===== config.mk =====
export PLATFORM = sky130hd
export DESIGN_NAME = icache_csr
export DESIGN_NICKNAME = d
export VERILOG_FILES = /design/src/logic/icache_pkg.sv /design/src/logic/icache_csr.sv
export SDC_FILE = /design/constraint.sdc
export NUM_CORES = 1
export LEC_CHECK = 0
export BUFFER_PORTS_ARGS = -buffer_cell sky130_fd_sc_hd__clkbuf_2
export CAP_MARGIN = 10
export CORE_MARGIN = 1
export CORE_UTILIZATION = 49
export CTS_CLUSTER_DIAMETER = 80
export DETAILED_ROUTE_END_ITERATION = 6
export PLACE_DENSITY = 0.83
export SYNTH_ARGS = -nofsm -noshare
export SYNTH_HDL_FRONTEND = slang
export SYNTH_SLANG_ARGS = --single-unit

===== constraint.sdc =====
create_clock -name clk_i -period 1.7 [get_ports clk_i]
set_input_delay 0.17 -clock clk_i [delete_from_list [all_inputs] [get_ports clk_i]]
set_output_delay 0.17 -clock clk_i [all_outputs]
set_load 0.01 [all_outputs]

===== src/logic/icache_pkg.sv =====
`default_nettype none

package icache_pkg;

    // Cache geometry
    localparam int ICACHE_SETS    = 16;
    localparam int ICACHE_WAYS    = 4;
    localparam int LINE_BYTES     = 32;
    localparam int BEATS_PER_LINE = 4;
    localparam int OFFSET_BITS    = 5;
    localparam int SET_BITS       = 4;
    localparam int TAG_BITS       = 23;
    localparam int WAY_BITS       = 2;

    // Refill beat geometry, derived
    localparam int BEAT_BITS  = $clog2(BEATS_PER_LINE);
    localparam int BEAT_BYTES = LINE_BYTES / BEATS_PER_LINE;
    localparam logic [BEAT_BITS-1:0] LAST_BEAT = BEAT_BITS'(BEATS_PER_LINE - 1);

    // Register map, word offsets
    localparam logic [3:0] CSR_CTRL   = 4'd0;
    localparam logic [3:0] CSR_HITS   = 4'd1;
    localparam logic [3:0] CSR_MISSES = 4'd2;
    localparam logic [3:0] CSR_STATUS = 4'd3;

    // Cache view of a fetch address
    typedef struct packed {
        logic [TAG_BITS-1:0]    tag;
        logic [SET_BITS-1:0]    set_idx;
        logic [OFFSET_BITS-1:0] offset;
    } fetch_fields_t;

    // Same word, raw for the bus or split for lookup
    typedef union packed {
        logic [31:0]   raw;
        fetch_fields_t f;
    } fetch_addr_u;

    typedef struct packed {
        logic        valid;
        logic        kill;
        fetch_addr_u pc;
    } fetch_req_t;

    typedef struct packed {
        logic [31:0] instr;
        logic        miss;
    } fetch_rsp_t;

    // Memory bus, 64-bit classic
    typedef struct packed {
        logic        cyc;
        logic        stb;
        logic [31:0] adr;
        logic [7:0]  sel;
    } wb_mem_req_t;

    typedef struct packed {
        logic        ack;
        logic [63:0] dat;
    } wb_mem_rsp_t;

    // Register bus, 32-bit classic
    typedef struct packed {
        logic        cyc;
        logic        stb;
        logic        we;
        logic [3:0]  adr;
        logic [31:0] dat;
    } wb_csr_req_t;

    typedef struct packed {
        logic        ack;
        logic [31:0] dat;
    } wb_csr_rsp_t;

    // One refill beat toward the sets
    typedef struct packed {
        logic                 valid;
        logic [BEAT_BITS-1:0] beat;
        logic [63:0]          word;
    } refill_beat_t;

endpackage

`default_nettype wire


===== src/logic/icache_csr.sv =====
`default_nettype none

module icache_csr
    import icache_pkg::*;
(
    input  logic        clk_i,
    input  logic        rst_i,

    // Register bus slave side
    input  wb_csr_req_t wb_req_i,
    output wb_csr_rsp_t wb_rsp_o,

    // Events and status from the cache
    input  logic        hit_i,
    input  logic        refill_start_i,
    input  logic        refill_busy_i,
    input  logic        inval_busy_i,

    output logic        inval_req_o
);

    logic        req_fire;
    logic        ack_q;
    logic        done_q;
    logic        inval_req_q;
    logic [31:0] hits_q;
    logic [31:0] misses_q;
    logic [31:0] rdata;

    // One transfer per strobe
    assign req_fire = wb_req_i.cyc && wb_req_i.stb && !done_q;

    always_ff @(posedge clk_i) begin
        if (rst_i) begin
            ack_q       <= 1'b0;
            done_q      <= 1'b0;
            inval_req_q <= 1'b0;
        end else begin
            ack_q  <= req_fire;
            // Rearm once stb drops
            done_q <= (wb_req_i.cyc && wb_req_i.stb) ? (done_q || req_fire) : 1'b0;
            inval_req_q <= req_fire && wb_req_i.we && (wb_req_i.adr == CSR_CTRL) &&
                           wb_req_i.dat[0];
        end
    end

    // Event counters
    always_ff @(posedge clk_i) begin
        if (rst_i) begin
            hits_q   <= '0;
            misses_q <= '0;
        end else begin
            if (hit_i) begin
                hits_q <= hits_q + 1'b1;
            end
            if (refill_start_i) begin
                misses_q <= misses_q + 1'b1;
            end
        end
    end

    // Read mux, live values
    always_comb begin
        case (wb_req_i.adr)
            CSR_HITS:   rdata = hits_q;
            CSR_MISSES: rdata = misses_q;
            CSR_STATUS: rdata = {30'd0, inval_busy_i, refill_busy_i};
            default:    rdata = '0;
        endcase
    end

    assign wb_rsp_o.ack = ack_q;
    assign wb_rsp_o.dat = rdata;
    assign inval_req_o  = inval_req_q;

endmodule

`default_nettype wire


==> After elaboration in Yosys (flattened, before gate mapping) <==
Cells that the tools add are included.
{ "totals": {"ff_bits": 67, "latch_bits": 0, "ramBits": 0, "romBits": 0, "inputBits": 45, "out_inout_bits": 34, "elab_cells": 21, "n_memories": 0} }
{ "op_classes": {"addsub": 2, "mul": 0, "n_div": 0, "order_cmp": 0, "eq_ne": 3, "shifts": 0, "mux": 1, "bitwise_logic": 1, "reduce_logical": 9} }
{ "ops": {"columns": ["operator", "count"], "rows": [
  ["$pmux 32 s3", 1],
  ["$add 32x1->32 const B", 2],
  ["$eq 4x2->1 const B", 2],
  ["$logic_and 1x1->1", 5],
  ["$eq 4x1->1 const B", 1],
  ["$logic_not 4->1", 1],
  ["$reduce_or 2->1", 1],
  ["$logic_not 1->1", 1],
  ["$logic_or 1x1->1", 1],
  ["$not 1->1", 1]
]} }

==> Depth between registers and ports, before layout <==
{ "depth": {"depth_word": 5, "ltp_mapped": 7, "mapped_depth_nobuf": 5} }

==> Least setup slack after synthesis <==
Ideal clock, no wire load.
{ "synth_path": {"path_kind": "flip-flop to flip-flop", "start": "register misses_q[3]", "end": "register misses_q[31]", "setup_ps": 70, "t_arrival_ps": 1808, "setup_slack_ps": -178, "stages_incl_launch_ff": 6, "n_path_buf": 1, "synth_period_minus_slack_ps": 1878, "path_cell_list": "dfxtp_1 -> nand4_2 -> or4_1 -> buf_2 -> or4_1 -> a21oi_1"} }
{ "synth_between": {"elab_chain_cells": 1} }
{ "synth_lines": {"columns": ["element", "line", "text"], "rows": [
  ["start, declared", "icache_csr.sv:27", "logic [31:0] misses_q;"],
  ["start signal, assigned", "icache_csr.sv:57", "misses_q <= misses_q + 1'b1;"],
  ["$add 32x1->32", "icache_csr.sv:57", null]
]} }
Every way passes these cells.
A chain may end at the register's enable or synchronous reset.

==> Worst setup path after layout <==
{ "layout_path": {"start": "register misses_q[0]", "end": "register misses_q[31]"} }
The elaborated chain is that of the path after synthesis.

==> metrics.md <==
| Metric | Value |
|---|---|
| # setup viols final | 17 |
| Syn. warnings | 0 |
| Area grow syn2layout | 38.14% |
| Largest net degree at the start of global routing | 33 |
| Final ANT Viol Nets | 0 |
| Startpoint types | flop |
| Largest family of logic cells by synthesized area | simple AND/OR/NAND/NOR gates |
| Port Buffer Count | 47 |
| Max IR drop VDD | 0.4544 mV |
| CTS Sinks | 67 |
| I/O pin total | 79 |
| Count leader, synth | dfxtp_1 |
| Slowest cell on the critical path | or4_4 |
| Iter 0 DRT Violations | 537 |
| Area leader, netlist | dfxtp_1 |
| CTS tree | yes |
| Synth Area per Inst | 8.413 um^2 |
| FP Rows | 30 |
| Syn Std Cell Area | 3533 um^2 |
| Vias per inst | 6.511 |
| Slowest cell delay on critical path | 590 ps |
| Overflow after GRT | 0 |
| GP Congestion | 0.8716 |
| Max-cap viol count | 0 |
| Async set-reset flop share out of synthesis | 0% |
| Core area | 6869 um^2 |
| HPWL after DPL | 7.328 mm |
| Number of global-route vias before repair | 3761 |
| Via count | 4180 |
| GRT Overall Usage | 30.72% |
| Hold bufs inserted after CTS | 0 |
| Crit path DAT | 2140 ps |
| RSZ-0062 raised after global routing | true |
| Clock transition at path regs | 70 ps |
| Max Clk Rate | 533.2 MHz |
| CP top delay family | simple AND/OR/NAND/NOR gates |
| Worst-margin pin slew | 598.8 ps |
| Post-synth top cells | dfxtp_1, a21oi_1, nor2_1, a22o_1, or4_1 |
| Compound-gate portion of the synthesized area | 19.41% |
| Total power | 3.194 mW |
| Class of the worst hold path | primary input to flop |
| Cell Pwr Density | 654.3 nW/um^2 |
| Nets@finish | 588 |
| Mux cell area share after synthesis | 2.797% |
| First-pass GRT wire length | 18.06 mm |
| Final Max Slew Viols | 0 |
| Leak | 1.855 nW |
| Mapped Cells | 420 |
| TNS Setup | -1250 ps |
| Status | finished, violations left |
| Ys flop type | dfxtp_1 |
| Crit share post-route | 110.3% |
| Slew headroom | 60.08% |
| Worst-path fanout max | 8 |
| Post-synth EDFFs | 0 |
| WP data required | 1960 ps |
| Netlist cell types | 34 |
| WL final | 12.45 mm |
| Adder-Cell Fraction of Synth Area | 0.7082% |
| Hold Violations, Final | 0 |
| Top post-synthesis cells by area | dfxtp_1, a22o_1, or4_1 |
| N_diodes | 0 |
| FF-to-FF setup slack | -180 ps |
| WS Path Type | flop to flop |
| Post-synth net total | 467 |
| Total CTS buffers | 9 |
| Clock Skews | 13.07 ps |
| Die Wd | 86.92 um |
| Area of the die | 7554 um^2 |
| Synth Area in Simple Gates | 29.39% |
| Clk buf depth | 2 |
| Number of H-tree levels | 3 |
| CP cell instances | nand4_1 > or4_4 > or4_1 > a21oi_1 |
| Pre-antenna DRT Iters | 6 |
| WL per Instance | 19.39 um |
| Seq cells post-synth | 67 |
| Post-synthesis sequential area ratio | 37.96% |
| Initial antenna violation count | 0 |
| Final min period | 1875 ps |
| Failing checks | setup timing |
| Drt drc | 0 |
| Top cell type's share of synthesized area | 37.96% |
| Slack of the critical path | -175.4 ps |
| Worst path bufs/invs | 0 |
| Post-Synth XOR/XNOR Area | 5.701% |
| Share of cells above drive strength 1 | 37.73% |
| Die span in y | 86.92 um |
| Worst-skew pair later-pin latency | 350 ps |
| Initial Utilization | 51.44% |
| CP Capture Type | flop |
| Root buffer cell | clkbuf_8 |
## path summary, 6_finish.rpt
check	end	from	cells after the start
hold reg to reg	ack_q	done_q	1
setup / recovery	misses_q[31]	misses_q[0]	4
setup reg to reg	misses_q[31]	misses_q[0]	4
hold / removal	done_q	wb_req_i[37]	3
## tightest hold or removal path: stages
cell and delay (ps):
clkbuf_2 80, nand2_1 70, nor2_1 50
## layout make-up
type | instances | area (um^2)
Sequential cell | 67 | 1356
Tap cell | 96 | 120.1
Multi-Input combinational cell | 317 | 2212
Clock buffer | 12 | 165.2
Clock inverter | 4 | 47.55
Timing Repair Buffer | 138 | 949.7
Inverter | 8 | 30.03
Fill cell | 455 | 1988
## power by group
part / total (mW) / internal [mW] / switching, mW
logic: 0.167 / 0.0724 / 0.0942
clock network: 1.43 / 0.793 / 0.641
registers: 1.59 / 1.58 / 0.0106
total: 3.19 / 2.45 / 0.746
## registers in the layout, summed over array words and instances, names as in the netlist
register / cells
hits_q: 32
misses_q: 32
ack_q: 1
done_q: 1
inval_req_o: 1
## metal layers
layer / share of wire (%) / GRT usage (%) / vias up / routed length [um]
li1: - / - / 1848 / -
met1: 40 / 38.68 / 1991 / 4921
met2: 48 / 50.47 / 279 / 5930
met3: 8.0 / 5.118 / 62 / 992
met4: 4.9 / 16.21 / 0 / 605
met5: 0 / 0 / - / 0
## metrics by stage
| stage | hold WS (ps) | setup slack (ps) | utilization [%] | cells | instance area (um^2) |
|---|---|---|---|---|---|
| global route | 78.20 | -199.3 | 71.06 | 642 | 4881 |
| finish | 60.62 | -175.4 | 71.06 | 642 | 4881 |
| floorplan | 254.6 | -88.48 | - | 420 | 3561 |
| global placement | 395.2 | -109.9 | 64.34 | 616 | 4419 |
| detailed placement | 402.8 | -172.3 | 64.34 | 616 | 4419 |
| CTS | 57.09 | -34.60 | 69.44 | 641 | 4770 |
## cell families (layout without fill, tap and decap cells)
group,after synthesis,in the layout
compound gates,100,100
xor+xnor,23,23
fa+ha+maj,2,2
buf+inv,36,162
flops,67,67
mux,9,9
simple gates,183,183
## layout by cell type (no fill, tap or decap), drive strengths merged
master and instances:
nand2 24, or3 9, or4b 1, clkinv 2
nand4 24, a21oi 34, clkinvlp 1, or4 25
a22oi 2, nor2 33, a31o 1, o31ai 24
o21ai 8, and3 9, ha 2, nand3 20
nor2b 6, and2 3, and4 9, nor3b 1
mux2i 2, nor3 10, a22o 30, bufinv 1
o41ai 1, xor2 12, nor4 9, inv 8
clkbuf 59, xnor2 11, mux2 7, dfxtp 67
buf 91
## what timing repair did
item,4_1_cts,5_1_grt
resized for setup,19,25
setup buffers,9,2
endpoints found under the setup margin,18,29
pin swaps,10,11
No activity file was read; power rests on OpenSTA's default activity.
