`config.mk`:
```
export PLATFORM = sky130hd
export DESIGN_NAME = icache_refill
export DESIGN_NICKNAME = d
export VERILOG_FILES = /design/src/logic/icache_pkg.sv /design/src/logic/icache_refill.sv
export SDC_FILE = /design/constraint.sdc
export NUM_CORES = 1
export LEC_CHECK = 0
export BUFFER_PORTS_ARGS = -buffer_cell sky130_fd_sc_hd__buf_4
export CAP_MARGIN = 20
export CORE_AREA = 2 2 82 84
export DETAILED_ROUTE_END_ITERATION = 16
export DIE_AREA = 0 0 84 86
export PLACE_DENSITY = 0.68
export SETUP_SLACK_MARGIN = 0.02
export SYNTH_ARGS = -nofsm -noshare
export SYNTH_HDL_FRONTEND = slang
export SYNTH_SLANG_ARGS = --single-unit
```
`constraint.sdc`:
```
create_clock -name clk_i -period 4 [get_ports clk_i]
set_input_delay 0.8 -clock clk_i [delete_from_list [all_inputs] [get_ports clk_i]]
set_output_delay 0.8 -clock clk_i [all_outputs]
set_load 0.02 [all_outputs]
```
`src/logic/icache_pkg.sv`:
```
`default_nettype none

package icache_pkg;

    // Cache geometry
    localparam int ICACHE_SETS    = 16;
    localparam int ICACHE_WAYS    = 4;
    localparam int LINE_BYTES     = 32;
    localparam int BEATS_PER_LINE = 4;
    localparam int OFFSET_BITS    = 5;
    localparam int SET_BITS       = 4;
    localparam int TAG_BITS       = 23;
    localparam int WAY_BITS       = 2;

    // Refill beat geometry, derived
    localparam int BEAT_BITS  = $clog2(BEATS_PER_LINE);
    localparam int BEAT_BYTES = LINE_BYTES / BEATS_PER_LINE;
    localparam logic [BEAT_BITS-1:0] LAST_BEAT = BEAT_BITS'(BEATS_PER_LINE - 1);

    // Register map, word offsets
    localparam logic [3:0] CSR_CTRL   = 4'd0;
    localparam logic [3:0] CSR_HITS   = 4'd1;
    localparam logic [3:0] CSR_MISSES = 4'd2;
    localparam logic [3:0] CSR_STATUS = 4'd3;

    // Cache view of a fetch address
    typedef struct packed {
        logic [TAG_BITS-1:0]    tag;
        logic [SET_BITS-1:0]    set_idx;
        logic [OFFSET_BITS-1:0] offset;
    } fetch_fields_t;

    // Same word, raw for the bus or split for lookup
    typedef union packed {
        logic [31:0]   raw;
        fetch_fields_t f;
    } fetch_addr_u;

    typedef struct packed {
        logic        valid;
        logic        kill;
        fetch_addr_u pc;
    } fetch_req_t;

    typedef struct packed {
        logic [31:0] instr;
        logic        miss;
    } fetch_rsp_t;

    // Memory bus, 64-bit classic
    typedef struct packed {
        logic        cyc;
        logic        stb;
        logic [31:0] adr;
        logic [7:0]  sel;
    } wb_mem_req_t;

    typedef struct packed {
        logic        ack;
        logic [63:0] dat;
    } wb_mem_rsp_t;

    // Register bus, 32-bit classic
    typedef struct packed {
        logic        cyc;
        logic        stb;
        logic        we;
        logic [3:0]  adr;
        logic [31:0] dat;
    } wb_csr_req_t;

    typedef struct packed {
        logic        ack;
        logic [31:0] dat;
    } wb_csr_rsp_t;

    // One refill beat toward the sets
    typedef struct packed {
        logic                 valid;
        logic [BEAT_BITS-1:0] beat;
        logic [63:0]          word;
    } refill_beat_t;

endpackage

`default_nettype wire

```
`src/logic/icache_refill.sv`:
```
`default_nettype none

module icache_refill
    import icache_pkg::*;
(
    input  logic         clk_i,
    input  logic         rst_i,

    // Request from the cache
    input  logic         rep_en_i,
    input  fetch_addr_u  line_addr_i,

    // Memory bus master side
    input  wb_mem_rsp_t  wb_rsp_i,
    output wb_mem_req_t  wb_req_o,

    // Beats and status toward the cache
    output refill_beat_t beat_o,
    output logic         rep_ready_o,
    output logic         rep_done_o,
    output logic         busy_o
);

    logic                 rep_en_q;
    logic                 busy_q;
    logic                 start;
    logic                 beat_ack;
    logic [31:0]          base_q;
    logic [BEAT_BITS-1:0] beat_cnt_q;

    // New line on a rising rep_en
    assign start    = rep_en_i && !rep_en_q && !busy_q;
    assign beat_ack = busy_q && wb_rsp_i.ack;

    always_ff @(posedge clk_i) begin
        if (rst_i) begin
            rep_en_q   <= 1'b0;
            busy_q     <= 1'b0;
            beat_cnt_q <= '0;
        end else begin
            rep_en_q <= rep_en_i;
            if (start) begin
                busy_q     <= 1'b1;
                beat_cnt_q <= '0;
            end else if (beat_ack) begin
                beat_cnt_q <= beat_cnt_q + 1'b1;
                // Drop the cycle after the last ack
                if (beat_cnt_q == LAST_BEAT) begin
                    busy_q <= 1'b0;
                end
            end
        end
    end

    // Line base with offset cleared
    always_ff @(posedge clk_i) begin
        if (start) begin
            base_q <= {line_addr_i.raw[31:OFFSET_BITS], {OFFSET_BITS{1'b0}}};
        end
    end

    // Classic single reads, one per beat
    assign wb_req_o.cyc = busy_q;
    assign wb_req_o.stb = busy_q;
    assign wb_req_o.adr = base_q + 32'(beat_cnt_q) * BEAT_BYTES;
    assign wb_req_o.sel = '1;

    // Acked data goes straight to the sets
    assign beat_o.valid = beat_ack;
    assign beat_o.beat  = beat_cnt_q;
    assign beat_o.word  = wb_rsp_i.dat;

    assign rep_ready_o = busy_q;
    assign rep_done_o  = beat_ack && (beat_cnt_q == LAST_BEAT);
    // Requested or on the bus
    assign busy_o      = rep_en_i || busy_q;

    // Strobe held with cycle and address until ack
    a_wb_hold: assert property (@(posedge clk_i) disable iff (rst_i)
        wb_req_o.stb && !wb_rsp_i.ack |=>
            wb_req_o.cyc && wb_req_o.stb && $stable(wb_req_o.adr));

endmodule

`default_nettype wire

```
=== After elaboration in Yosys (flattened, before gate mapping) ===
Cells that the tools add are included.

* Register bits: 31
* Input bits: 100
* Word-level logic and storage cells: 21

* $add $sub $neg: 2
* Equality and inequality tests: 1
* Muxes and demuxes: 3
* Reductions and logical operators: 11

{| class="wikitable"
|+ Operator list
! operator !! count
|-
| $add 32x5->32 || 1
|-
| $logic_and 1x1->1 || 4
|-
| $reduce_bool 2->1 || 2
|-
| $mux 1 || 3
|-
| $add 2x1->2 const B || 1
|-
| $eq 2x2->1 const B || 1
|-
| $logic_not 1->1 || 2
|-
| $reduce_and 2->1 || 1
|-
| $reduce_or 2->1 || 1
|-
| $logic_or 1x1->1 || 1
|}

=== Depth between registers and ports, before layout ===
* Word-level depth: 5
* Depth in mapped cells: 3
* Gate-level depth less buffers: 3

=== Worst setup path after synthesis ===
Ideal clock, no wire load.

* Path kind: in2reg
* Start: input port rep_en_i
* End: register base_q[10], enable pin
* Setup time: 393 ps
* Arrival: 1,639 ps
* Path slack: 1,968 ps
* Cell stages on the path: 1
* Buffers on the path: 0
* Cell sequence: nor3b_4

* Longest elaborated chain between the ends: 2

{| class="wikitable"
|+ Ends and longest elaborated chain
! what !! RTL line !! RTL
|-
| start, declared || icache_refill.sv:10 || <nowiki>input logic rep_en_i,</nowiki>
|-
| $logic_and 1x1->1 (2 in a row) || icache_refill.sv:32 || <nowiki>assign start = rep_en_i && !rep_en_q && !busy_q;</nowiki>
|-
| end signal, assigned || icache_refill.sv:58 || <nowiki>base_q <= {line_addr_i.raw[31:OFFSET_BITS], {OFFSET_BITS{1'b0}}};</nowiki>
|-
| end, declared || icache_refill.sv:28 || <nowiki>logic [31:0] base_q;</nowiki>
|}

No other way between the ends.
A chain may end at the register's enable or synchronous reset.

=== Worst setup path after layout ===
* Start: input port rep_en_i
* End: output port busy_o

* Longest elaborated chain between the ends: 1

{| class="wikitable"
|+ Ends and longest elaborated chain
! what !! RTL line !! RTL
|-
| $logic_or 1x1->1 || icache_refill.sv:76 || <nowiki>assign busy_o = rep_en_i || busy_q;</nowiki>
|-
| end, declared || icache_refill.sv:21 || <nowiki>output logic busy_o</nowiki>
|}

No other way between the ends.

==> impl_metrics.json <==
{
  "clock_latency_ns": 0.27,
  "final_net_count": 232,
  "drv_slew": 0,
  "cts_setup_buffers": 0,
  "grt_pass1_vias": 708,
  "fp.dieH_um": 86,
  "status": "completed",
  "synthTopCellsByCount": "buf_4, edfxtp_1, dfxtp_1, conb_1",
  "finalSetupViolCount": 0,
  "antenna_found_initial": 0,
  "synth-async-reset-ratio_pct": 0,
  "pwr-share-comb_pct": 13.5,
  "worstSetupPathType": "in -> out",
  "cpPeakStageDelay_ns": 0.26,
  "io_pins": 212,
  "critPathLaunchType": "input port",
  "cp-end-kind": "output pin",
  "yosys.area.top_type": "edfxtp_1",
  "post-route-period-util_pct": 53.4,
  "drt_wl_total_mm": 2.90,
  "drc_errors": 0,
  "netlist_instances": 128,
  "gr-total-overflow": 0,
  "post_cts_resized": 0,
  "cts_tree": "done",
  "finalCriticalPeriod_ns": 2.13,
  "tns_ns": 0,
  "clkTransAtPathRegs_ns": 0.06,
  "synth_cell_types": 19,
  "cpMostUsedCell": "buf_4",
  "fmax_mhz": 469,
  "min_path_cells": 2,
  "die-area_um2": 7220,
  "vdd_drop_max_v": 0.000245,
  "slowest_stage": "or2_2",
  "yosys-top-cells-area": "edfxtp_1, buf_4, dfxtp_1",
  "seq_power_share_pct": 48.9,
  "crit_arrival_ns": 1.33,
  "die_x_um": 84,
  "path_cells": "buf_4, or2_2, buf_4",
  "syn-cell-area_um2": 1640,
  "dr.pass1.iters": 2,
  "rrSetupSlack_ns": 2.61,
  "clockRootBuffer": "clkbuf_8",
  "min_path_type": "reg -> reg",
  "synth_top_area_share_pct": 49.5,
  "max_cap_viol_count": 0,
  "drt_iter0_drc": 60,
  "grt_pass1_wl_mm": 4.03,
  "cts_hold_buffers": 0,
  "grt_max_degree": 31,
  "min_from": "beat_cnt_q[1]",
  "reg2reg_depth": 2,
  "synthMostInstantiatedCell": "buf_4",
  "clkPwrFrac_pct": 37.6,
  "viasPerCell": 3.79,
  "core_um2": 6280,
  "crit_required_ns": 3.20,
  "wl_per_cell_um": 13.9,
  "p_int_uw": 604,
  "ctsHtreeMaxLevel": 2,
  "start_util_pct": 26.1,
  "rsz0062_at_grt": "false",
  "rows": 29,
  "dp_hpwl_mm": 2.24,
  "numPortBuffers": 67,
  "worstReg2RegEnd": "base_q[6]",
  "areaGrowthSynthToFinish_pct": 8.32,
  "ys_ff_latch": 31,
  "layout-drive-gt1-share_pct": 61.4,
  "r2r_start": "rep_ready_o",
  "clk_path_buf_depth": 2,
  "cts_buffers": 5,
  "ys_seq_area_share_pct": 54.4,
  "clock-sinks": 31,
  "ant_nets": 0,
  "finalHoldViolations": 0,
  "fin_hold_ws_ns": 0.626,
  "finalClockSkew_ns": 0.00183,
  "grt_usage_pct": 7.60,
  "powerDensity_nw_per_um2": 440,
  "ys.warnings.count": 0,
  "synth_edf_count": 27,
  "min_to": "beat_cnt_q[1]",
  "pre_cts_ws_ns": 1.87,
  "p_sw_uw": 178,
  "ys.flop_type": "edfxtp_1",
  "swShare_pct": 22.7,
  "syn_area_per_cell_um2": 12.8,
  "p_leak_uw": 0.000765,
  "diodes": 0,
  "gp_congestion": 0.656,
  "via_count": 792,
  "cp_max_fo": 3,
  "fin_ws_ns": 1.87
}
cell usage in the layout (no fill, tap or decap):
cell / synthesis / final
or2_2: 1 / 1
a21boi_0: 1 / 1
conb_1: 2 / 11
a21bo_2: 1 / 1
dfxtp_1: 4 / 4
a211oi_1: 1 / 1
o21ba_1: 1 / 1
bufinv_16: 0 / 1
nand3_1: 1 / 1
edfxtp_1: 27 / 27
a21bo_1: 1 / 1
a211oi_2: 1 / 1
nor2b_1: 1 / 1
clkbuf_8: 0 / 5
nor3b_4: 1 / 1
and3_2: 1 / 1
and2_2: 1 / 1
clkinv_1: 0 / 1
nand3b_1: 1 / 1
buf_4: 80 / 68
ha_1: 1 / 1
clkinv_2: 0 / 1
per-stage QoR:
| step | utilization (%) | cell area (um2) | power [uW] | cells |
|---|---|---|---|---|
| 3_3_place_gp | 26.6 | 1670 | 494 | 201 |
| 6_report | 28.3 | 1780 | 782 | 209 |
| 4_1_cts | 28.3 | 1780 | 794 | 209 |
| 5_1_grt | 28.3 | 1780 | 816 | 209 |
| 2_1_floorplan | - | 1670 | 545 | 137 |
| 3_5_place_dp | 26.6 | 1670 | 496 | 201 |
logic make-up (layout without fill, tap and decap cells):
logic type / after synthesis / in the layout / share of synthesized area, %
buffers and inverters: 81 / 76 / 37.3
adder cells (fa/ha/maj): 1 / 1 / 0.763
flip-flops: 31 / 31 / 54.4
AND/OR/NAND/NOR: 7 / 7 / 3.59
AO/OA/AOI/OAI: 6 / 6 / 3.51
other: 2 / 11 / 0.458
metal layers:
layer | up-vias | track usage, % | share of wire [%]
met2 | 96 | 11.6 | 48
li1 | 338 | - | -
met5 | - | 0 | 0
met3 | 21 | 5.20 | 16
met1 | 337 | 7.42 | 32
met4 | 0 | 5.13 | 4.3
worst max-delay path: cells and delay by family:
kind | cells | cell delay [ns]
buf+inv | 2 | 0.27
simple gates | 1 | 0.26
power groups by stage:
stage,sequential (uW),combinational [uW],clock (uW)
final,382,106,294
after global routing,384,112,319
after CTS,383,107,305
after detailed placement,390,107,0
after global placement,389,105,0
after floorplan,410,135,0
flip-flops by register name (all words and copies together), names as in the netlist:
| signal | flops |
|---|---|
| beat_cnt_q | 2 |
| rep_en_q | 1 |
| base_q | 27 |
| rep_ready_o | 1 |
worst max path at each step:
stage                 endpoint   startpoint
detailed placement      busy_o     rep_en_i
CTS                     busy_o     rep_en_i
global route        rep_done_o  rep_ready_o
global placement        busy_o     rep_en_i
finish                  busy_o     rep_en_i
floorplan           base_q[10]     rep_en_i
final cells by class:
type / instances / area [um2]
flip-flops and latches: 31 / 891
well taps: 77 / 96.3
repair buffers: 68 / 510
fillers: 655 / 4500
multi-input cells: 25 / 170
clock buffers: 5 / 68.8
clock inverters: 3 / 38.8
(Power assumes the default switching activity.)
